File: src/design/recovery_pkg.sv
// Shared command, register selector and status types for the recovery executor and its tests
`default_nettype none

package recovery_pkg;

  // Register map word width
  localparam int DATA_W = 32;

  // Recovery command codes
  typedef enum logic [7:0] {
    CMD_PROT_CAP             = 8'd34,
    CMD_DEVICE_ID            = 8'd35,
    CMD_DEVICE_STATUS        = 8'd36,
    CMD_DEVICE_RESET         = 8'd37,
    CMD_RECOVERY_CTRL        = 8'd38,
    CMD_RECOVERY_STATUS      = 8'd39,
    CMD_HW_STATUS            = 8'd40,
    CMD_INDIRECT_CTRL        = 8'd41,
    CMD_INDIRECT_STATUS      = 8'd42,
    CMD_INDIRECT_DATA        = 8'd43,
    CMD_VENDOR               = 8'd44,
    CMD_INDIRECT_FIFO_CTRL   = 8'd45,
    CMD_INDIRECT_FIFO_STATUS = 8'd46,
    CMD_INDIRECT_FIFO_DATA   = 8'd47
  } recovery_cmd_e;

  // One entry per 32-bit recovery register
  typedef enum logic [7:0] {
    CSR_PROT_CAP_0             = 8'd0,
    CSR_PROT_CAP_1             = 8'd1,
    CSR_PROT_CAP_2             = 8'd2,
    CSR_PROT_CAP_3             = 8'd3,
    CSR_DEVICE_ID_0            = 8'd4,
    CSR_DEVICE_ID_1            = 8'd5,
    CSR_DEVICE_ID_2            = 8'd6,
    CSR_DEVICE_ID_3            = 8'd7,
    CSR_DEVICE_ID_4            = 8'd8,
    CSR_DEVICE_ID_5            = 8'd9,
    CSR_DEVICE_ID_6            = 8'd10,
    CSR_DEVICE_STATUS_0        = 8'd11,
    CSR_DEVICE_STATUS_1        = 8'd12,
    CSR_DEVICE_RESET           = 8'd13,
    CSR_RECOVERY_CTRL          = 8'd14,
    CSR_RECOVERY_STATUS        = 8'd15,
    CSR_HW_STATUS              = 8'd16,
    CSR_INDIRECT_FIFO_CTRL_0   = 8'd17,
    CSR_INDIRECT_FIFO_CTRL_1   = 8'd18,
    CSR_INDIRECT_FIFO_STATUS_0 = 8'd19,
    CSR_INDIRECT_FIFO_STATUS_1 = 8'd20,
    CSR_INDIRECT_FIFO_STATUS_2 = 8'd21,
    CSR_INDIRECT_FIFO_STATUS_3 = 8'd22,
    CSR_INDIRECT_FIFO_STATUS_4 = 8'd23,
    CSR_INDIRECT_FIFO_STATUS_5 = 8'd24,
    CSR_INVALID                = 8'd255
  } csr_sel_e;

  // Protocol status byte of device_status
  typedef enum logic [7:0] {
    PROTOCOL_OK        = 8'd0,
    PROTOCOL_READ_ONLY = 8'd1,
    PROTOCOL_PARAMETER = 8'd2,
    PROTOCOL_LENGTH    = 8'd3,
    PROTOCOL_CRC       = 8'd4
  } protocol_error_e;

  typedef enum logic [2:0] {
    IDLE,
    CSR_WRITE,
    CSR_READ,
    DONE,
    ERROR
  } exec_state_e;

  // Decoded command from the receiver
  typedef struct packed {
    logic        is_rd;
    logic [7:0]  cmd;
    logic [15:0] len;
    logic        error;
  } recovery_req_t;

  // Register write bundle, captured by the register block at the edge
  typedef struct packed {
    logic              device_reset_we;
    logic              recovery_ctrl_we;
    logic              fifo_ctrl_0_we;
    logic              fifo_ctrl_1_we;
    logic [DATA_W-1:0] data;
    logic              status_we;
    protocol_error_e   status_protocol;
  } csr_wr_t;

  typedef struct packed {
    logic [DATA_W-1:0] device_reset;
    logic [DATA_W-1:0] recovery_ctrl;
    logic [DATA_W-1:0] fifo_ctrl_0;
    logic [DATA_W-1:0] fifo_ctrl_1;
    logic [DATA_W-1:0] device_status;
  } recovery_csr_t;

endpackage

`default_nettype wire

File: src/design/rx_data_queue.sv
// Receive data FIFO feeding payload words to the recovery executor; pop by request/acknowledge
`timescale 1ns/1ps
`default_nettype none

module rx_data_queue #(
  parameter int RX_DEPTH = 8
) (
  input  wire logic                            clk_i,
  input  wire logic                            rst_ni,
  input  wire logic                            push_i,
  input  wire logic [recovery_pkg::DATA_W-1:0] wdata_i,
  input  wire logic                            req_i,
  input  wire logic                            flush_i,
  output logic                                 ack_o,
  output logic      [recovery_pkg::DATA_W-1:0] rdata_o,
  output logic                                 full_o,
  output logic                                 empty_o
);

  localparam int PTR_W = $clog2(RX_DEPTH);
  localparam int CNT_W = PTR_W + 1;

  logic [recovery_pkg::DATA_W-1:0] mem_q [RX_DEPTH];
  logic [PTR_W-1:0]                wr_ptr_q;
  logic [PTR_W-1:0]                rd_ptr_q;
  logic [CNT_W-1:0]                count_q;
  logic                            push_ok;
  logic                            pop_ok;

  assign full_o  = (count_q == CNT_W'(RX_DEPTH));
  assign empty_o = (count_q == '0);

  // Pop is granted in the same cycle as the request
  assign ack_o   = req_i & ~empty_o;
  assign rdata_o = mem_q[rd_ptr_q];

  // Pushes into a full queue are dropped
  assign push_ok = push_i & ~full_o;
  assign pop_ok  = ack_o;

  always_ff @(posedge clk_i) begin
    if (!rst_ni || flush_i) begin
      wr_ptr_q <= '0;
      rd_ptr_q <= '0;
      count_q  <= '0;
    end else begin
      if (push_ok) begin
        wr_ptr_q <= wr_ptr_q + PTR_W'(1);
      end
      if (pop_ok) begin
        rd_ptr_q <= rd_ptr_q + PTR_W'(1);
      end
      case ({push_ok, pop_ok})
        2'b10:   count_q <= count_q + CNT_W'(1);
        2'b01:   count_q <= count_q - CNT_W'(1);
        default: count_q <= count_q;
      endcase
    end
  end

  // Storage, written only when the push is accepted
  always_ff @(posedge clk_i) begin
    if (push_ok && !flush_i) begin
      mem_q[wr_ptr_q] <= wdata_i;
    end
  end

endmodule

`default_nettype wire

File: src/design/recovery_executor.sv
// Executes decoded recovery commands by popping payload words into writable registers and setting status
`timescale 1ns/1ps
`default_nettype none

module recovery_executor (
  input  wire logic                                  clk_i,
  input  wire logic                                  rst_ni,
  input  wire logic                                  cmd_valid_i,
  input  wire recovery_pkg::recovery_req_t           cmd_i,
  input  wire logic                                  rx_ack_i,
  input  wire logic       [recovery_pkg::DATA_W-1:0] rx_rdata_i,
  input  wire recovery_pkg::recovery_csr_t           csr_i,
  output logic                                       cmd_done_o,
  output logic                                       rx_req_o,
  output logic                                       rx_flush_o,
  output recovery_pkg::csr_wr_t                      csr_wr_o
);

  recovery_pkg::exec_state_e     state_q;
  recovery_pkg::exec_state_e     state_d;
  logic [15:0]                   dcnt_q;
  logic [15:0]                   word_cnt;
  recovery_pkg::csr_sel_e        csr_sel_q;
  recovery_pkg::csr_sel_e        start_sel;
  recovery_pkg::protocol_error_e status_q;
  logic                          cmd_take;

  assign cmd_take = (state_q == recovery_pkg::IDLE) && cmd_valid_i;

  // Byte length rounded up to whole words
  assign word_cnt = {2'b00, cmd_i.len[15:2]} + {15'd0, |cmd_i.len[1:0]};

  // First register touched by each command
  always_comb begin
    case (cmd_i.cmd)
      recovery_pkg::CMD_PROT_CAP:
        start_sel = recovery_pkg::CSR_PROT_CAP_0;
      recovery_pkg::CMD_DEVICE_ID:
        start_sel = recovery_pkg::CSR_DEVICE_ID_0;
      recovery_pkg::CMD_DEVICE_STATUS:
        start_sel = recovery_pkg::CSR_DEVICE_STATUS_0;
      recovery_pkg::CMD_DEVICE_RESET:
        start_sel = recovery_pkg::CSR_DEVICE_RESET;
      recovery_pkg::CMD_RECOVERY_CTRL:
        start_sel = recovery_pkg::CSR_RECOVERY_CTRL;
      recovery_pkg::CMD_RECOVERY_STATUS:
        start_sel = recovery_pkg::CSR_RECOVERY_STATUS;
      recovery_pkg::CMD_HW_STATUS:
        start_sel = recovery_pkg::CSR_HW_STATUS;
      recovery_pkg::CMD_INDIRECT_FIFO_CTRL:
        start_sel = recovery_pkg::CSR_INDIRECT_FIFO_CTRL_0;
      recovery_pkg::CMD_INDIRECT_FIFO_STATUS:
        start_sel = recovery_pkg::CSR_INDIRECT_FIFO_STATUS_0;
      default:
        start_sel = recovery_pkg::CSR_INVALID;
    endcase
  end

  always_ff @(posedge clk_i) begin
    if (!rst_ni) begin
      state_q <= recovery_pkg::IDLE;
    end else begin
      state_q <= state_d;
    end
  end

  always_comb begin
    state_d = state_q;
    case (state_q)
      recovery_pkg::IDLE: begin
        if (cmd_valid_i) begin
          if (cmd_i.error) begin
            state_d = recovery_pkg::ERROR;
          end else if (cmd_i.is_rd) begin
            state_d = recovery_pkg::CSR_READ;
          end else begin
            state_d = recovery_pkg::CSR_WRITE;
          end
        end
      end
      // Zero-length writes fall straight through
      recovery_pkg::CSR_WRITE: begin
        if (dcnt_q == 16'd0 || (rx_ack_i && dcnt_q == 16'd1)) begin
          state_d = recovery_pkg::DONE;
        end
      end
      recovery_pkg::CSR_READ: state_d = recovery_pkg::DONE;
      recovery_pkg::ERROR:    state_d = recovery_pkg::DONE;
      recovery_pkg::DONE:     state_d = recovery_pkg::IDLE;
      default:                state_d = recovery_pkg::IDLE;
    endcase
  end

  // Remaining words of the current write
  always_ff @(posedge clk_i) begin
    if (!rst_ni) begin
      dcnt_q <= '0;
    end else if (cmd_take) begin
      dcnt_q <= word_cnt;
    end else if (rx_ack_i) begin
      dcnt_q <= dcnt_q - 16'd1;
    end
  end

  // Selector walks up one register per popped word and sticks at invalid
  always_ff @(posedge clk_i) begin
    if (cmd_take) begin
      csr_sel_q <= start_sel;
    end else if (rx_ack_i && csr_sel_q != recovery_pkg::CSR_INVALID) begin
      csr_sel_q <= recovery_pkg::csr_sel_e'(csr_sel_q + 8'd1);
    end
  end

  // Protocol result is known as soon as the command arrives
  always_ff @(posedge clk_i) begin
    if (cmd_take) begin
      status_q <= cmd_i.error ? recovery_pkg::PROTOCOL_CRC : recovery_pkg::PROTOCOL_OK;
    end
  end

  assign rx_req_o   = (state_q == recovery_pkg::CSR_WRITE) && (dcnt_q != 16'd0);
  assign rx_flush_o = (state_q == recovery_pkg::ERROR);
  assign cmd_done_o = (state_q == recovery_pkg::DONE);

  // Only writable registers get an enable; other words are dropped
  always_comb begin
    csr_wr_o.device_reset_we  = rx_ack_i && (csr_sel_q == recovery_pkg::CSR_DEVICE_RESET);
    csr_wr_o.recovery_ctrl_we = rx_ack_i && (csr_sel_q == recovery_pkg::CSR_RECOVERY_CTRL);
    csr_wr_o.fifo_ctrl_0_we   = rx_ack_i &&
                                (csr_sel_q == recovery_pkg::CSR_INDIRECT_FIFO_CTRL_0);
    csr_wr_o.fifo_ctrl_1_we   = rx_ack_i &&
                                (csr_sel_q == recovery_pkg::CSR_INDIRECT_FIFO_CTRL_1);
    csr_wr_o.data             = rx_rdata_i;
    // Status write skipped when the byte already holds the result
    csr_wr_o.status_we        = (state_q == recovery_pkg::DONE) &&
                                (csr_i.device_status[15:8] != status_q);
    csr_wr_o.status_protocol  = status_q;
  end

endmodule

`default_nettype wire

File: src/design/recovery_csr_regs.sv
// Writable recovery registers and device status, loaded from the executor's write bundle
`timescale 1ns/1ps
`default_nettype none

module recovery_csr_regs (
  input  wire logic                  clk_i,
  input  wire logic                  rst_ni,
  input  wire recovery_pkg::csr_wr_t csr_wr_i,
  output recovery_pkg::recovery_csr_t csr_o
);

  logic [recovery_pkg::DATA_W-1:0] device_reset_q;
  logic [recovery_pkg::DATA_W-1:0] recovery_ctrl_q;
  logic [recovery_pkg::DATA_W-1:0] fifo_ctrl_0_q;
  logic [recovery_pkg::DATA_W-1:0] fifo_ctrl_1_q;
  logic [recovery_pkg::DATA_W-1:0] device_status_q;

  always_ff @(posedge clk_i) begin
    if (!rst_ni) begin
      device_reset_q <= '0;
    end else if (csr_wr_i.device_reset_we) begin
      device_reset_q <= csr_wr_i.data;
    end
  end

  always_ff @(posedge clk_i) begin
    if (!rst_ni) begin
      recovery_ctrl_q <= '0;
    end else if (csr_wr_i.recovery_ctrl_we) begin
      recovery_ctrl_q <= csr_wr_i.data;
    end
  end

  // Indirect FIFO control pair
  always_ff @(posedge clk_i) begin
    if (!rst_ni) begin
      fifo_ctrl_0_q <= '0;
    end else if (csr_wr_i.fifo_ctrl_0_we) begin
      fifo_ctrl_0_q <= csr_wr_i.data;
    end
  end

  always_ff @(posedge clk_i) begin
    if (!rst_ni) begin
      fifo_ctrl_1_q <= '0;
    end else if (csr_wr_i.fifo_ctrl_1_we) begin
      fifo_ctrl_1_q <= csr_wr_i.data;
    end
  end

  // Only the protocol byte of device status is written here
  // device byte [7:0] and reason [31:16] keep their value
  always_ff @(posedge clk_i) begin
    if (!rst_ni) begin
      device_status_q <= '0;
    end else if (csr_wr_i.status_we) begin
      device_status_q[15:8] <= csr_wr_i.status_protocol;
    end
  end

  always_comb begin
    csr_o.device_reset  = device_reset_q;
    csr_o.recovery_ctrl = recovery_ctrl_q;
    csr_o.fifo_ctrl_0   = fifo_ctrl_0_q;
    csr_o.fifo_ctrl_1   = fifo_ctrl_1_q;
    csr_o.device_status = device_status_q;
  end

endmodule

`default_nettype wire

File: src/design/recovery_top.sv
// Recovery command subsystem top with receive queue, command executor and register block
`timescale 1ns/1ps
`default_nettype none

module recovery_top #(
  parameter int RX_DEPTH = 8
) (
  input  wire logic                                  clk_i,
  input  wire logic                                  rst_ni,
  input  wire logic                                  cmd_valid_i,
  input  wire recovery_pkg::recovery_req_t           cmd_i,
  output logic                                       cmd_done_o,
  input  wire logic                                  rx_push_i,
  input  wire logic       [recovery_pkg::DATA_W-1:0] rx_data_i,
  output logic                                       rx_full_o,
  output logic                                       rx_empty_o,
  output recovery_pkg::recovery_csr_t                csr_o
);

  logic                            rx_req;
  logic                            rx_ack;
  logic                            rx_flush;
  logic [recovery_pkg::DATA_W-1:0] rx_rdata;
  recovery_pkg::csr_wr_t           csr_wr;
  recovery_pkg::recovery_csr_t     csr_q;

  rx_data_queue #(
    .RX_DEPTH (RX_DEPTH)
  ) u_rx_data_queue (
    .clk_i   (clk_i),
    .rst_ni  (rst_ni),
    .push_i  (rx_push_i),
    .wdata_i (rx_data_i),
    .req_i   (rx_req),
    .flush_i (rx_flush),
    .ack_o   (rx_ack),
    .rdata_o (rx_rdata),
    .full_o  (rx_full_o),
    .empty_o (rx_empty_o)
  );

  recovery_executor u_recovery_executor (
    .clk_i       (clk_i),
    .rst_ni      (rst_ni),
    .cmd_valid_i (cmd_valid_i),
    .cmd_i       (cmd_i),
    .rx_ack_i    (rx_ack),
    .rx_rdata_i  (rx_rdata),
    .csr_i       (csr_q),
    .cmd_done_o  (cmd_done_o),
    .rx_req_o    (rx_req),
    .rx_flush_o  (rx_flush),
    .csr_wr_o    (csr_wr)
  );

  recovery_csr_regs u_recovery_csr_regs (
    .clk_i    (clk_i),
    .rst_ni   (rst_ni),
    .csr_wr_i (csr_wr),
    .csr_o    (csr_q)
  );

  assign csr_o = csr_q;

endmodule

`default_nettype wire

File: config.mk
export PLATFORM = sky130hd
export DESIGN_NAME = recovery_top
export DESIGN_NICKNAME = d
export VERILOG_FILES = /design/src/design/recovery_pkg.sv /design/src/design/rx_data_queue.sv /design/src/design/recovery_executor.sv /design/src/design/recovery_csr_regs.sv /design/src/design/recovery_top.sv
export SDC_FILE = /design/constraint.sdc
export NUM_CORES = 1
export LEC_CHECK = 0
export ABC_AREA = 1
export BUFFER_PORTS_ARGS = -buffer_cell sky130_fd_sc_hd__buf_2
export CAP_MARGIN = 20
export CELL_PAD_IN_SITES_DETAIL_PLACEMENT = 1
export CELL_PAD_IN_SITES_GLOBAL_PLACEMENT = 1
export CORE_ASPECT_RATIO = 0.7
export CORE_MARGIN = 3
export CORE_UTILIZATION = 40
export DETAILED_ROUTE_END_ITERATION = 12
export PLACE_DENSITY_LB_ADDON = 0.1
export SLEW_MARGIN = 5
export SYNTH_ARGS = -nofsm -noshare
export SYNTH_HDL_FRONTEND = slang
export SYNTH_SLANG_ARGS = --single-unit
export TNS_END_PERCENT = 20
File: constraint.sdc
create_clock -name clk_i -period 3.5 [get_ports clk_i]
set_clock_uncertainty 0.1 [all_clocks]
set_input_delay 0.35 -clock clk_i [delete_from_list [all_inputs] [get_ports clk_i]]
set_output_delay 0.35 -clock clk_i [all_outputs]
set_load 0.05 [all_outputs]
==> flow_summary.json, run 1 <==
{
  "dpl.hpwl_um": 34500,
  "portBuffers": 193,
  "hold-worst-slack_ns": 0.0552,
  "start_util": 0.410,
  "synth_area_leaders": "edfxtp_1 (44%), dfxtp_1 (18%), nand2_1 (9.2%)",
  "post-synth-top-count-cell": "nand2_1",
  "fin_nets": 2274,
  "cp_max_fo": 44,
  "slowest_stage": "buf_4",
  "antenna_found_initial": 1,
  "critical_path.top_delay_family": "buffers and inverters",
  "cp.depth": 12,
  "clkSinkCount": 426,
  "area_delta_synth_final_pct": 17.4,
  "synth_commonest_cells": "nand2_1 (442), nor2_1 (382), edfxtp_1 (265), o21ai_0 (187), dfxtp_1 (161)",
  "synth_area_mm2": 0.0181,
  "period_share": 0.854,
  "yosysSeqAreaShare": 0.617,
  "fmaxAchievable_mhz": 334,
  "worst_ep_arrival_time_ns": 3.33,
  "required_ns": 3.84,
  "slowest_delay_ns": 0.41,
  "drive_gt1_frac": 0.142,
  "drcViolationCount": 0,
  "switching_share": 0.330,
  "cts_buffers": 44,
  "antenna_cells": 0,
  "max-cap-violations": 0,
  "dieArea_mm2": 0.0479,
  "row_count": 64,
  "syn_avg_cell_area_um2": 9.08,
  "wl_um": 54100,
  "slew_headroom": 0.355,
  "hold_class": "in -> reg",
  "rsz0062_at_grt": "no",
  "crit_type": "reg -> reg",
  "via_per_inst": 5.01,
  "netlist_instances": 1997,
  "grt_overflow": 0,
  "combPwrFrac": 0.226,
  "vdd_drop_max_mv": 0.307,
  "track_usage": 0.223,
  "synth_area_leader_cell": "edfxtp_1",
  "place.gp.congestion": 0.866,
  "postCtsSetupBuffers": 0,
  "end_kind": "flop",
  "p_per_area_mw_per_mm2": 639,
  "busiest_layer": "met2",
  "async_flop_share": 0,
  "hold_viol_final": 0,
  "worstSkewPairLatency_ns": 0.56,
  "clkPwrFrac": 0.339,
  "grt_max_degree": 129,
  "wl_per_cell_um": 19.1,
  "p_leak_nw": 8.76,
  "num_vias": 14160,
  "p_int_mw": 9.11,
  "dr.pass1.iters": 4,
  "finalSetupViolCount": 0,
  "finalCriticalPeriod_ns": 2.99,
  "clockBufferDepth": 3,
  "hold_depth": 3,
  "synth-main-ff-cell": "edfxtp_1",
  "slew_viol_final": 0,
  "clkTransAtPathRegs_ns": 0.06,
  "grt_use_met3": 0.0332,
  "htree_levels": 2,
  "r2r_cells": 12,
  "synth_edf_count": 265,
  "use_met2": 0.376,
  "pin_count": 225,
  "met1_usage": 0.312,
  "coreArea_mm2": 0.0442,
  "ant_nets": 0,
  "power.total_mw": 13.6,
  "tightest_slew_ns": 0.967,
  "p_sw_mw": 4.48,
  "fp.dieW_um": 260,
  "cts_tree": "done",
  "ys_ff_latch": 426,
  "yosysWarnings": 0,
  "grt_pass1_vias": 14381,
  "drt_iter0_drc": 846,
  "synthDistinctLibCells": 38,
  "synth_top_area_frac": 0.439,
  "r2r_setup_slack_ns": 0.51,
  "cp_cell_sequence": "inv_1 -> ha_1 -> nand2_2 -> nor2_4 -> nand2_1 -> nand3_2 -> inv_2 -> buf_4 -> nand2_2 -> buf_4 -> o21ai_1 -> nor2_1",
  "sequentialPowerShare": 0.435,
  "die_height_um": 184,
  "clockRootBuffer": "clkbuf_16",
  "grt_first_pass_wirelength_um": 83100,
  "status": "finished, final reports clean",
  "path_buf_inv": 4,
  "startpoint_type": "flop"
}
-- kinds of logic (layout without fill, tap and decap cells) --
group                      after synthesis  count (layout)  share of synthesized area
AOI/OAI and AO/OA                      325             325                     0.0907
adders and majority gates               13              13                    0.00939
buffers and inverters                  282             489                     0.0715
and+or+nand+nor                        938             938                      0.205
DFF                                    426             426                      0.617
xor gates and xnor gates                12              12                    0.00580
other                                    1              31                   0.000207
-- worst reg2reg max path: stages, from the launching register on --
cell and delay [ns]:
dfxtp_1 0.40, inv_1 0.09, ha_1 0.24, nand2_2 0.15, nor2_4 0.06, nand2_1 0.10
nand3_2 0.27, inv_2 0.20, buf_4 0.41, nand2_2 0.24, buf_4 0.33, o21ai_1 0.24
nor2_1 0.05
-- final cells by class --
class | instances | area, µm²
Tap cell | 594 | 743
Inverter | 152 | 572
Clock inverter | 15 | 82.6
Timing Repair Buffer | 256 | 1570
Fill cell | 5170 | 22900
Multi-Input combinational cell | 1319 | 5810
Clock buffer | 66 | 1320
Sequential cell | 426 | 11200
-- cells in the final DEF, fill, tap and decap left out, types with 3 or more instances in the layout --
cell type | Yosys | routed
o21ai_1 | 39 | 39
clkbuf_16 | 0 | 47
a21oi_1 | 91 | 91
nand3b_1 | 3 | 3
clkinv_1 | 2 | 6
ha_1 | 12 | 12
nor2_1 | 382 | 378
or2_2 | 3 | 3
nand3_1 | 75 | 75
inv_2 | 4 | 5
buf_12 | 0 | 4
nor3_2 | 0 | 4
dfxtp_1 | 161 | 159
buf_2 | 32 | 193
nand4_1 | 8 | 8
conb_1 | 1 | 31
xor2_1 | 10 | 10
nand2_2 | 6 | 6
nand2_1 | 442 | 442
clkbuf_8 | 0 | 7
nor3_1 | 13 | 9
nor2_4 | 1 | 5
clkinv_2 | 1 | 8
clkbuf_1 | 44 | 12
o21ai_0 | 187 | 187
edfxtp_1 | 265 | 265
buf_4 | 38 | 26
dlygate4sd3_1 | 0 | 33
inv_1 | 145 | 144
-- final timing paths --
kind | start | endpoint
worst max register to register | u_recovery_executor.dcnt_q[0] | u_recovery_csr_regs.fifo_ctrl_1_q[15]
worst max-delay path | u_recovery_executor.dcnt_q[0] | u_recovery_csr_regs.fifo_ctrl_1_q[15]
worst min-delay path | cmd_valid_i | u_recovery_executor.state_q[1]
worst min register to register | u_recovery_csr_regs.device_reset_q[5] | u_recovery_csr_regs.device_reset_q[5]
-- what timing repair did --
item | in CTS | in global routing
gates resized for setup | 0 | 0
hold buffers | 33 | 0
endpoints found under the hold margin | 258 | 0
-- sequential cells by signal (all words and copies together), names as in the netlist, named ones only --
name	count
u_recovery_executor.csr_sel_q	8
u_recovery_executor.state_q	3
u_rx_data_queue.count_q	4
u_recovery_csr_regs.device_status_q	1
u_recovery_csr_regs.device_reset_q	32
u_recovery_executor.dcnt_q	16
u_rx_data_queue.rd_ptr_q	3
u_recovery_csr_regs.recovery_ctrl_q	32
u_recovery_csr_regs.fifo_ctrl_1_q	32
u_recovery_executor.status_q	1
u_recovery_csr_regs.fifo_ctrl_0_q	32
u_rx_data_queue.mem_q	256
u_rx_data_queue.wr_ptr_q	3
-- power by group through the flow --
| stage | combinational, mW | sequential (mW) | clock [mW] |
|---|---|---|---|
| after floorplan | 2.15 | 5.94 | 0 |
| after global placement | 2.99 | 6.00 | 0 |
| after detailed placement | 3.04 | 6.01 | 0 |
| after CTS | 3.09 | 5.90 | 4.72 |
| after global routing | 3.46 | 5.95 | 4.93 |
| final | 3.07 | 5.91 | 4.61 |
-- through the flow --
| stage | instance area (µm²) | setup slack [ns] | instances | setup TNS, ns | utilization |
|---|---|---|---|---|---|
| after detailed placement | 19600 | 0.528 | 2714 | 0 | 0.442 |
| final | 21300 | 0.510 | 2828 | 0 | 0.481 |
| after CTS | 21300 | 0.512 | 2828 | 0 | 0.481 |
| after global placement | 19600 | 0.654 | 2714 | 0 | 0.442 |
| after floorplan | 18200 | -0.0959 | 2027 | -12.28 | - |
| after global routing | 21300 | 0.201 | 2828 | 0 | 0.481 |
-- per-layer routing --
layer  part of all wire  up-vias
met5            0.00024        -
met4              0.011        2
met3              0.045       55
met2               0.48      272
met1               0.47     6960
li1                   -     6871
(Power assumes the default switching activity.)
==> run 2: changes to the inputs <==
--- a/config.mk
+++ b/config.mk
@@ -10,11 +10,11 @@
 export CAP_MARGIN = 20
 export CELL_PAD_IN_SITES_DETAIL_PLACEMENT = 1
 export CELL_PAD_IN_SITES_GLOBAL_PLACEMENT = 1
-export CORE_ASPECT_RATIO = 0.7
 export CORE_MARGIN = 3
 export CORE_UTILIZATION = 40
 export DETAILED_ROUTE_END_ITERATION = 12
 export PLACE_DENSITY_LB_ADDON = 0.1
+export SKIP_LAST_GASP = 1
 export SLEW_MARGIN = 5
 export SYNTH_ARGS = -nofsm -noshare
 export SYNTH_HDL_FRONTEND = slang
==> run 2 against run 1 <==
Against the previous run:
- global-route usage fell by 0.34 points
- non-clock buffer count rose by 8
- setup slack improved by 0.31 ns
- highest routed layer is now met4
==> flow_summary.json, run 2 (synthesized netlist as in run 1, its figures left out) <==
{
  "finalCriticalPeriod_ns": 2.68,
  "top_register": "u_rx_data_queue.mem_q",
  "worst_ep_arrival_time_ns": 3.05,
  "fmaxAchievable_mhz": 373,
  "fin_nets": 2286,
  "slowest_stage": "dfxtp_1",
  "clockBufferDepth": 3,
  "cp_common_cell": "ha_1",
  "drive_gt1_frac": 0.147,
  "dpl.hpwl_um": 34600,
  "row_count": 77,
  "grt_pass1_vias": 14316,
  "wl_um": 53300,
  "htree_levels": 2,
  "final_common_cell": "nand2_1",
  "clkTransAtPathRegs_ns": 0.06,
  "nFillCells": 5172,
  "dp_slack_ns": 0.871,
  "crit_type": "reg -> reg",
  "cts_tree": "done",
  "slowest_delay_ns": 0.39,
  "grt_first_pass_wirelength_um": 81300,
  "cp_max_fo": 5,
  "clockRootBuffer": "clkbuf_16",
  "grt_max_degree": 77,
  "drcViolationCount": 0,
  "stdcell_count": 2841,
  "p_per_area_mw_per_mm2": 656,
  "place_inst": 2719,
  "ant_nets": 0,
  "path_buf_inv": 2,
  "final_cell_mix": "nand2_1 (442), nor2_1 (378), edfxtp_1 (265), buf_2 (193), o21ai_0 (187)",
  "fp.dieW_um": 219,
  "seq_area_mm2": 0.0112,
  "end_kind": "flop",
  "rsz0062_at_grt": "no",
  "place.gp.congestion": 0.834,
  "p_leak_nw": 8.91,
  "slew_headroom": 0.405,
  "max-cap-violations": 0,
  "die_height_um": 219,
  "cp_cell_sequence": "inv_1 -> ha_1 -> nand2_2 -> nor2_4 -> nand2_1 -> nand3_2 -> inv_2 -> ha_1 -> ha_1 -> a21oi_1 -> nand2_1 -> a21oi_1 -> o21ai_0 -> nor2_1 -> nor2_1",
  "period_share": 0.767,
  "num_vias": 14183,
  "largest_reg_flops": 256,
  "tightest_slew_ns": 0.892,
  "slew_viol_final": 0,
  "vdd_drop_max_mv": 0.504,
  "grt_overflow": 0,
  "wl_per_cell_um": 18.8,
  "via_per_inst": 4.99,
  "worstSkewPairLatency_ns": 0.58,
  "setup_ws_ns": 0.816,
  "multiInputGateArea_mm2": 0.00581,
  "portBuffers": 193,
  "cts-resized-gates": 0,
  "dr.pass1.iters": 5,
  "finalSetupViolCount": 0,
  "antenna_found_initial": 1,
  "clkSinkCount": 426,
  "required_ns": 3.87,
  "track_usage": 0.220,
  "dieArea_mm2": 0.0479,
  "area_delta_synth_final_pct": 19.1,
  "critical_path.top_delay_family": "adder cells",
  "status": "finished, final reports clean",
  "pin_count": 225,
  "postCtsSetupBuffers": 0,
  "coreArea_mm2": 0.0445,
  "hold_viol_final": 0,
  "startpoint_type": "flop",
  "power.total_mw": 14.2,
  "hold_class": "in -> reg",
  "cts_buffers": 48,
  "placed_area_mm2": 0.0196,
  "fin_area_mm2": 0.0216,
  "holdBufCountCts": 34,
  "drt_iter0_drc": 989,
  "start_util": 0.407
}
## run 2: cell types whose count changed in the layout (fill, tap and decap cells not counted), sizes merged
cell	before	now
dlygate4sd3	33	34
clkinvlp	2	1
buf	223	230
bufinv	0	6
clkbuf	66	62
clkinv	14	18
diode	0	2
## run 2: layout make-up
class                   instances  share of cell area
multi-input cells            1319               0.269
clock inverters                24              0.0130
clock buffers                  62              0.0614
well taps                     592              0.0343
flip-flops and latches        426               0.518
inverters                     152              0.0265
diodes                          2            0.000232
repair buffers                264              0.0769
## run 2: layer usage
metal | track usage | up-vias | part of all wire | wire length, µm
met3 | 0.0305 | 82 | 0.043 | 2280
met5 | 0 | - | 0 | 0
li1 | - | 6888 | - | -
met2 | 0.365 | 284 | 0.47 | 25000
met1 | 0.300 | 6929 | 0.46 | 24600
met4 | 0.0700 | 0 | 0.028 | 1500
## run 2: worst paths after layout
| path | cells after the start | start | to | slack (ns) |
|---|---|---|---|---|
| worst min-delay path | 3 | cmd_valid_i | u_recovery_executor.state_q[1] | 0.05 |
| worst max register to register | 15 | u_recovery_executor.dcnt_q[0] | u_rx_data_queue.count_q[3] | 0.82 |
| worst max-delay path | 15 | u_recovery_executor.dcnt_q[0] | u_rx_data_queue.count_q[3] | 0.82 |
| worst min register to register | 2 | u_recovery_csr_regs.recovery_ctrl_q[20] | u_recovery_csr_regs.recovery_ctrl_q[20] | 0.36 |
## run 2: where the power goes
part,switching (mW),internal (mW)
Combinational,2.24,0.858
Clock,2.04,3.11
Sequential,0.238,5.67
## run 2: per-stage QoR
step                      utilization  hold slack, ns  setup TNS (ns)
after floorplan                     -           0.348          -12.28
after global placement          0.441           0.347               0
after detailed placement        0.441           0.353               0
after CTS                       0.485          0.0177               0
after global routing            0.485          0.0816               0
final                           0.485          0.0451               0
## run 2: tightest hold or removal path: stages
cell,delay [ns]
buf_2,0.12
o21ai_0,0.15
nor3_1,0.05
